[src/hdl/decode_pkg.sv]
`default_nettype none

package decode_pkg;

    localparam int xlen = 32;
    localparam int max_tag_w = 8;

    typedef logic [xlen-1:0] instr_t;
    typedef logic [xlen-1:0] data_t;
    typedef logic [4:0] reg_idx_t;
    typedef logic [max_tag_w-1:0] tag_t;

    // rv32i major opcodes
    localparam logic [6:0] opc_lui    = 7'b0110111;
    localparam logic [6:0] opc_auipc  = 7'b0010111;
    localparam logic [6:0] opc_jal    = 7'b1101111;
    localparam logic [6:0] opc_jalr   = 7'b1100111;
    localparam logic [6:0] opc_branch = 7'b1100011;
    localparam logic [6:0] opc_load   = 7'b0000011;
    localparam logic [6:0] opc_store  = 7'b0100011;
    localparam logic [6:0] opc_op_imm = 7'b0010011;
    localparam logic [6:0] opc_op     = 7'b0110011;

    // numbered 0..36 in this order
    typedef enum logic [5:0] {
        op_lui, op_auipc, op_jal, op_jalr,
        op_beq, op_bne, op_blt, op_bge, op_bltu, op_bgeu,
        op_lb, op_lh, op_lw, op_lbu, op_lhu,
        op_sb, op_sh, op_sw,
        op_addi, op_slti, op_sltiu, op_xori, op_ori, op_andi,
        op_slli, op_srli, op_srai,
        op_add, op_sub, op_sll, op_slt, op_sltu,
        op_xor, op_srl, op_sra, op_or, op_and
    } op_e;

    typedef enum logic {
        unit_rs  = 1'b0,
        unit_lsb = 1'b1
    } unit_e;

    typedef struct packed {
        op_e      op;
        unit_e    unit;
        reg_idx_t rd;
        reg_idx_t rs1;
        reg_idx_t rs2;
        logic     need_rs1;
        logic     need_rs2;
        logic     fill_rd;
        data_t    imm;
        data_t    pc;
    } decoded_t;

    // lookup request to the register file
    typedef struct packed {
        reg_idx_t rs1;
        reg_idx_t rs2;
        logic     need_rs1;
        logic     need_rs2;
    } reg_query_t;

    typedef struct packed {
        logic  reg_renamed;
        data_t reg_value;
        tag_t  reg_tag;
        logic  rob_ready;
        data_t rob_value;
    } src_answer_t;

    typedef struct packed {
        data_t value;
        logic  waiting;
        tag_t  tag;
    } operand_t;

    typedef struct packed {
        op_e      op;
        reg_idx_t rd;
        tag_t     rd_tag;
        logic     fill_rd;
        data_t    imm;
        data_t    pc;
        operand_t src1;
        operand_t src2;
    } dispatch_t;

endpackage

`default_nettype wire
[src/hdl/decoder_top.sv]
`timescale 1ns/100ps
`default_nettype none

module decoder_top #(
    parameter int tag_w = 4
) (
    input  wire                          clk,
    input  wire                          reset,
    input  wire                          fetch_valid,
    input  wire decode_pkg::instr_t      fetch_instr,
    input  wire decode_pkg::data_t       fetch_pc,
    input  wire decode_pkg::tag_t        rob_free_tag,
    input  wire                          stall,
    input  wire                          flush,
    input  wire decode_pkg::src_answer_t src1_answer,
    input  wire decode_pkg::src_answer_t src2_answer,
    output wire decode_pkg::reg_query_t  reg_query,
    output wire decode_pkg::dispatch_t   dispatch,
    output wire                          rs_valid,
    output wire                          lsb_valid
);
    import decode_pkg::*;

    decoded_t dec;
    tag_t     dec_tag;
    logic     dec_valid;

    decode_stage #(.tag_w(tag_w)) stage0 (
        .clk          (clk),
        .reset        (reset),
        .fetch_valid  (fetch_valid),
        .stall        (stall),
        .flush        (flush),
        .fetch_instr  (fetch_instr),
        .fetch_pc     (fetch_pc),
        .rob_free_tag (rob_free_tag),
        .dec          (dec),
        .dec_tag      (dec_tag),
        .dec_valid    (dec_valid)
    );

    dispatch_router #(.tag_w(tag_w)) router0 (
        .dec         (dec),
        .dec_tag     (dec_tag),
        .dec_valid   (dec_valid),
        .src1_answer (src1_answer),
        .src2_answer (src2_answer),
        .reg_query   (reg_query),
        .dispatch    (dispatch),
        .rs_valid    (rs_valid),
        .lsb_valid   (lsb_valid)
    );

endmodule

`default_nettype wire

[src/hdl/dispatch_router.sv]
`timescale 1ns/100ps
`default_nettype none

module dispatch_router #(
    parameter int tag_w = 4
) (
    input  wire decode_pkg::decoded_t    dec,
    input  wire decode_pkg::tag_t        dec_tag,
    input  wire                          dec_valid,
    input  wire decode_pkg::src_answer_t src1_answer,
    input  wire decode_pkg::src_answer_t src2_answer,
    output decode_pkg::reg_query_t       reg_query,
    output decode_pkg::dispatch_t        dispatch,
    output logic                         rs_valid,
    output logic                         lsb_valid
);
    import decode_pkg::*;

    operand_t src1;
    operand_t src2;

    operand_resolver #(.tag_w(tag_w)) res_src1 (
        .index   (dec.rs1),
        .needed  (dec.need_rs1),
        .answer  (src1_answer),
        .operand (src1)
    );

    operand_resolver #(.tag_w(tag_w)) res_src2 (
        .index   (dec.rs2),
        .needed  (dec.need_rs2),
        .answer  (src2_answer),
        .operand (src2)
    );

    // straight from the stage register
    assign reg_query.rs1      = dec.rs1;
    assign reg_query.rs2      = dec.rs2;
    assign reg_query.need_rs1 = dec.need_rs1;
    assign reg_query.need_rs2 = dec.need_rs2;

    assign dispatch.op      = dec.op;
    assign dispatch.rd      = dec.rd;
    assign dispatch.rd_tag  = dec_tag;
    assign dispatch.fill_rd = dec.fill_rd;
    assign dispatch.imm     = dec.imm;
    assign dispatch.pc      = dec.pc;
    assign dispatch.src1    = src1;
    assign dispatch.src2    = src2;

    always_comb begin
        rs_valid  = dec_valid && (dec.unit == unit_rs);
        lsb_valid = dec_valid && (dec.unit == unit_lsb);
        a_one_unit: assert (!(rs_valid && lsb_valid));
    end

endmodule

`default_nettype wire

[src/hdl/operand_resolver.sv]
`timescale 1ns/100ps
`default_nettype none

module operand_resolver #(
    parameter int tag_w = 4
) (
    input  wire decode_pkg::reg_idx_t    index,
    input  wire                          needed,
    input  wire decode_pkg::src_answer_t answer,
    output decode_pkg::operand_t         operand
);

    always_comb begin
        operand = '0;
        // x0 and unused sources stay zero and ready
        if (needed && index != '0) begin
            if (!answer.reg_renamed) begin
                operand.value = answer.reg_value;
            end else if (answer.rob_ready) begin
                // producer finished but not yet committed
                operand.value = answer.rob_value;
            end else begin
                operand.waiting = 1'b1;
                operand.tag[tag_w-1:0] = answer.reg_tag[tag_w-1:0];
            end
        end
        if (operand.waiting) begin
            a_wait_nonzero: assert (index != '0);
        end
    end

endmodule

`default_nettype wire

[src/hdl/decode_stage.sv]
`timescale 1ns/100ps
`default_nettype none

module decode_stage #(
    parameter int tag_w = 4
) (
    input  wire                     clk,
    input  wire                     reset,
    input  wire                     fetch_valid,
    input  wire                     stall,
    input  wire                     flush,
    input  wire decode_pkg::instr_t fetch_instr,
    input  wire decode_pkg::data_t  fetch_pc,
    input  wire decode_pkg::tag_t   rob_free_tag,
    output decode_pkg::decoded_t    dec,
    output decode_pkg::tag_t        dec_tag,
    output logic                    dec_valid
);
    import decode_pkg::*;

    op_e   op;
    unit_e unit;
    logic  need_rs1;
    logic  need_rs2;
    logic  fill_rd;
    logic  legal;
    data_t imm;
    tag_t  free_tag;
    logic  accept;

    op_decoder dec0 (
        .instr    (fetch_instr),
        .op       (op),
        .unit     (unit),
        .need_rs1 (need_rs1),
        .need_rs2 (need_rs2),
        .fill_rd  (fill_rd),
        .legal    (legal)
    );

    imm_gen imm0 (
        .instr (fetch_instr),
        .imm   (imm)
    );

    // only the low tag_w bits name a rob entry
    always_comb begin
        free_tag = '0;
        free_tag[tag_w-1:0] = rob_free_tag[tag_w-1:0];
    end

    assign accept = fetch_valid && !stall && !flush && legal;

    always_ff @(posedge clk) begin
        if (reset) begin
            dec_valid <= 1'b0;
        end else begin
            dec_valid <= accept;
        end
    end

    // decoded fields hold until the next accepted instruction
    always_ff @(posedge clk) begin
        if (accept) begin
            dec.op       <= op;
            dec.unit     <= unit;
            dec.rd       <= fetch_instr[11:7];
            dec.rs1      <= fetch_instr[19:15];
            dec.rs2      <= fetch_instr[24:20];
            dec.need_rs1 <= need_rs1;
            dec.need_rs2 <= need_rs2;
            dec.fill_rd  <= fill_rd;
            dec.imm      <= imm;
            dec.pc       <= fetch_pc;
            dec_tag      <= free_tag;
        end
    end

    a_no_valid_after_flush: assert property (
        @(posedge clk) disable iff (reset) flush |=> !dec_valid
    );

    a_no_valid_after_stall: assert property (
        @(posedge clk) disable iff (reset) stall |=> !dec_valid
    );

endmodule

`default_nettype wire

[src/hdl/imm_gen.sv]
`timescale 1ns/100ps
`default_nettype none

module imm_gen (
    input  wire decode_pkg::instr_t instr,
    output decode_pkg::data_t       imm
);
    import decode_pkg::*;

    logic sign;

    assign sign = instr[31];

    always_comb begin
        case (instr[6:0])
            // i format
            opc_load, opc_op_imm, opc_jalr:
                imm = {{20{sign}}, instr[31:20]};
            opc_store:
                imm = {{20{sign}}, instr[31:25], instr[11:7]};
            opc_branch:
                imm = {{19{sign}}, sign, instr[7], instr[30:25], instr[11:8], 1'b0};
            opc_lui, opc_auipc:
                imm = {instr[31:12], 12'b0};
            opc_jal:
                imm = {{11{sign}}, sign, instr[19:12], instr[20], instr[30:21], 1'b0};
            // register-register and anything unknown
            default:
                imm = '0;
        endcase
    end

endmodule

`default_nettype wire

[src/hdl/op_decoder.sv]
`timescale 1ns/100ps
`default_nettype none

module op_decoder (
    input  wire decode_pkg::instr_t instr,
    output decode_pkg::op_e         op,
    output decode_pkg::unit_e       unit,
    output logic                    need_rs1,
    output logic                    need_rs2,
    output logic                    fill_rd,
    output logic                    legal
);
    import decode_pkg::*;

    logic [6:0] opcode;
    logic [2:0] func3;
    logic [6:0] func7;

    assign opcode = instr[6:0];
    assign func3  = instr[14:12];
    assign func7  = instr[31:25];

    always_comb begin
        op       = op_lui;
        unit     = unit_rs;
        need_rs1 = 1'b0;
        need_rs2 = 1'b0;
        fill_rd  = 1'b1;
        legal    = 1'b1;
        case (opcode)
            opc_lui:   op = op_lui;
            opc_auipc: op = op_auipc;
            opc_jal:   op = op_jal;
            opc_jalr: begin
                op       = op_jalr;
                need_rs1 = 1'b1;
                legal    = (func3 == 3'b000);
            end
            opc_branch: begin
                need_rs1 = 1'b1;
                need_rs2 = 1'b1;
                fill_rd  = 1'b0;
                case (func3)
                    3'b000:  op = op_beq;
                    3'b001:  op = op_bne;
                    3'b100:  op = op_blt;
                    3'b101:  op = op_bge;
                    3'b110:  op = op_bltu;
                    3'b111:  op = op_bgeu;
                    default: legal = 1'b0;
                endcase
            end
            opc_load: begin
                unit     = unit_lsb;
                need_rs1 = 1'b1;
                case (func3)
                    3'b000:  op = op_lb;
                    3'b001:  op = op_lh;
                    3'b010:  op = op_lw;
                    3'b100:  op = op_lbu;
                    3'b101:  op = op_lhu;
                    default: legal = 1'b0;
                endcase
            end
            opc_store: begin
                unit     = unit_lsb;
                need_rs1 = 1'b1;
                need_rs2 = 1'b1;
                fill_rd  = 1'b0;
                case (func3)
                    3'b000:  op = op_sb;
                    3'b001:  op = op_sh;
                    3'b010:  op = op_sw;
                    default: legal = 1'b0;
                endcase
            end
            opc_op_imm: begin
                need_rs1 = 1'b1;
                case (func3)
                    3'b000: op = op_addi;
                    3'b010: op = op_slti;
                    3'b011: op = op_sltiu;
                    3'b100: op = op_xori;
                    3'b110: op = op_ori;
                    3'b111: op = op_andi;
                    3'b001: begin
                        op    = op_slli;
                        legal = (func7 == 7'b0000000);
                    end
                    default: begin
                        // func7 splits logical and arithmetic shift
                        op    = func7[5] ? op_srai : op_srli;
                        legal = (func7 == 7'b0000000) || (func7 == 7'b0100000);
                    end
                endcase
            end
            opc_op: begin
                need_rs1 = 1'b1;
                need_rs2 = 1'b1;
                case (func3)
                    3'b010: op = op_slt;
                    3'b011: op = op_sltu;
                    3'b100: op = op_xor;
                    3'b110: op = op_or;
                    3'b111: op = op_and;
                    3'b001: begin
                        op    = op_sll;
                        legal = (func7 == 7'b0000000);
                    end
                    3'b000: begin
                        op    = func7[5] ? op_sub : op_add;
                        legal = (func7 == 7'b0000000) || (func7 == 7'b0100000);
                    end
                    default: begin
                        op    = func7[5] ? op_sra : op_srl;
                        legal = (func7 == 7'b0000000) || (func7 == 7'b0100000);
                    end
                endcase
            end
            default: legal = 1'b0;
        endcase
    end

endmodule

`default_nettype wire

[config.mk]
export PLATFORM = sky130hd
export DESIGN_NAME = decoder_top
export DESIGN_NICKNAME = d
export VERILOG_FILES = /design/src/hdl/decode_pkg.sv /design/src/hdl/decoder_top.sv /design/src/hdl/dispatch_router.sv /design/src/hdl/operand_resolver.sv /design/src/hdl/decode_stage.sv /design/src/hdl/imm_gen.sv /design/src/hdl/op_decoder.sv
export SDC_FILE = /design/constraint.sdc
export NUM_CORES = 1
export LEC_CHECK = 0
export BUFFER_PORTS_ARGS = -buffer_cell sky130_fd_sc_hd__buf_2
export CAP_MARGIN = 20
export CORE_AREA = 2 2 158 160
export CTS_CLUSTER_DIAMETER = 120
export DETAILED_ROUTE_END_ITERATION = 16
export DIE_AREA = 0 0 160 162
export SLEW_MARGIN = 20
export SYNTH_ARGS = -nofsm -noshare
export SYNTH_HDL_FRONTEND = slang
export SYNTH_HIERARCHICAL = 1
export SYNTH_SLANG_ARGS = --single-unit
[constraint.sdc]
create_clock -name clk -period 4.9 [get_ports clk]
set_input_delay 0.98 -clock clk [delete_from_list [all_inputs] [get_ports clk]]
set_output_delay 0.98 -clock clk [all_outputs]
set_load 0.1 [all_outputs]
==> impl_results.md <==
* Outcome: complete, no violations
* Final Setup Violations at 0
* PostCTS Resize Cnt at 0
* Critical Path AT at between 3 and 4 ns
* CTS Root Cell: clkbuf_16
* Full die area at 25,900 um^2
* Port bufs at 380
* Initial DRC Count at 448
* Post-synth EDFFs at 93
* Cells after synthesis at 611
* Global Route Usage Sum at between 10 and 15%
* Post-Layout Cell Count at 1,183
* Wire length per cell at 17.0 um
* Via density at 4.64
* CP peak stage delay at 0.72 ns
* Netlist Area Pre-Place at between 6000 and 7000 um^2
* Post-synthesis sequential area ratio at 46.0%
* Layout cells sized above 1 at about 50%
* Worst EP required at 3.92 ns
* Overall die height at 162 um
* Post-layout min period at 4.10 ns
* Setup total negative slack at 0 ns
* FP Rows at 57
* Bufs and invs on worst path at 2
* Syn_area_per_cell at 10.0 um^2
* Die width at 160 um
* Slew headroom at approximately 32%
* Vias post-DR at 5,490
* Largest fanout on the critical path at 65
* Placed cells at roughly 1,200
* Largest net degree at the start of global routing at 66
* Synth Flop Type: edfxtp_1
* H-tree depth reported by CTS at 3
* Fin Hold WS at 0.790 ns
* RSZ-0062 raised after global routing: false
* Drt first pass iters at 4
* Util after Layout at 32.0%
* Worst hold stages at 2
* Crit end category: output pin
* Commonest non-fill, non-tap cell in the layout: buf_2
* Post-CTS Setup Bufs at 0
* Num ports at 405
* Number of global-route vias before repair at 5,006
* CTS Sinks at 94
* Maximum root-to-sink buffer count at 2
* CP Launch Type: input port
* Number of hold violations in the final report at 0
* Slew @ Worst Pin at between 1 and 1.5 ns
* # nets final at between 1,000 and 1,500
* Num CTS Buffers at 9
* CP delay by family, top: buffers and inverters
* Most used cell, CP: buf_2
* First-pass GRT wire length at 29,600 um
* Synth Warn # at 6
* GRT overflow at 0
* FF+latch area at 2810 um^2
* Synthesis-to-finish area growth at 25.9%
* CP Cell Sequence: buf_2 > nand2_1 > nor4b_1 > buf_2
* HP Class: in -> reg
* Area of the multi-input gates at 2240 um^2
* Starting Density at 25.4%
* Crit Path Class: in -> out
* Max Clk Rate at 244 MHz
* FILL cells at 2,538
* Cts hold-fix bufs at 0
* Slowest-stage cell, CP: buf_2
* Total power at around 2.3 mW
* Final GP Congestion at 0.829
* Yosys reg bits at 94
* Core box area at 24,100 um^2
* TritonCTS clock tree: yes
* Critical path depth in cells at 4
* Worst VDD drop at 0.186 mV
* Distinct cell type count after synthesis at 66
* P_leak at 3.18 nW
* CTS clock-pin slew for the worst setup and hold paths at about 0.070 ns
* Slew Limit Fails at 0
* Crit share post-route at 83.6%
* Final HPWL DP at 15,400 um
* Remaining DRCs at 0
* Diodes inserted at 0
* Commonest cells after routing, fill and taps aside: buf_2 (380), edfxtp_1 (93), o21ai_0 (79), nand2_1 (74), a211oi_1 (66)
* Max_cap viols at 0
* Wirelength, routed at roughly 20,000 um
* Post-DRT Antenna Nets at 0
* Async S/R FF share, synth at 0%
* Initial antenna violation count at 0
* Pwr/cell area at 300 nW/um^2
[area by class of cell]
| cell class | instances | area share, % |
|---|---|---|
| well taps | 324 | 5.26 |
| multi-input cells | 364 | 29.1 |
| repair buffers | 381 | 24.9 |
| inverters | 4 | 0.195 |
| clock buffers | 10 | 2.97 |
| clock inverters | 6 | 0.975 |
| flip-flops and latches | 94 | 36.5 |
[stage by stage]
step           worst slack (ns)  area, um^2
4_1_cts                   0.901        7700
3_3_place_gp              0.995        7400
5_1_grt                   0.658        7700
2_1_floorplan            -0.592        6150
3_5_place_dp              0.906        7400
6_report                  0.804        7700
[flip-flops by register name (all words and copies together) (netlist names)]
name / flops
stage0/dec: 89
stage0/dec_tag: 4
stage0/dec_valid: 1
[routing by layer]
layer	track usage [%]	vias up	wire length (um)
li1	-	2627	-
met1	17.9	2581	7940
met2	24.9	256	9980
met3	4.06	26	1690
met4	4.91	0	478
met5	0	-	0
[logic make-up after synthesis]
family,Yosys count,share of synthesized area [%]
simple gates,158,14.6
xor+xnor,2,0.286
flops,94,46.0
mux,2,0.327
buf+inv,162,18.0
other cells,3,0.184
compound gates,190,20.7
[power breakdown]
| group | switching, mW | total [mW] | internal (mW) |
|---|---|---|---|
| Clock | 0.322 | 0.727 | 0.405 |
| Sequential | 0.00226 | 0.886 | 0.884 |
| Combinational | 0.555 | 0.696 | 0.141 |
[synthesized netlist by cell type (8+ instances only)]
library cell  number  area share [%]
edfxtp_1          93              46
nand2_1           74             4.5
buf_4            111              14
a211oi_1          66             8.1
nor4b_1           10             1.4
clkbuf_1          25             1.5
nand3_1           14             1.1
o21ai_0           79             6.5
a21o_2             8             1.1
buf_2             12            0.98
buf_6              8             1.5
[worst paths after layout]
kind / from / to / slack (ns)
setup / recovery: src2_answer[73] / dispatch[0] / 0.80
hold / removal: reset / stage0/dec_valid$_SDFF_PP0_ / 0.79
Power figures use the tool's default switching activity.
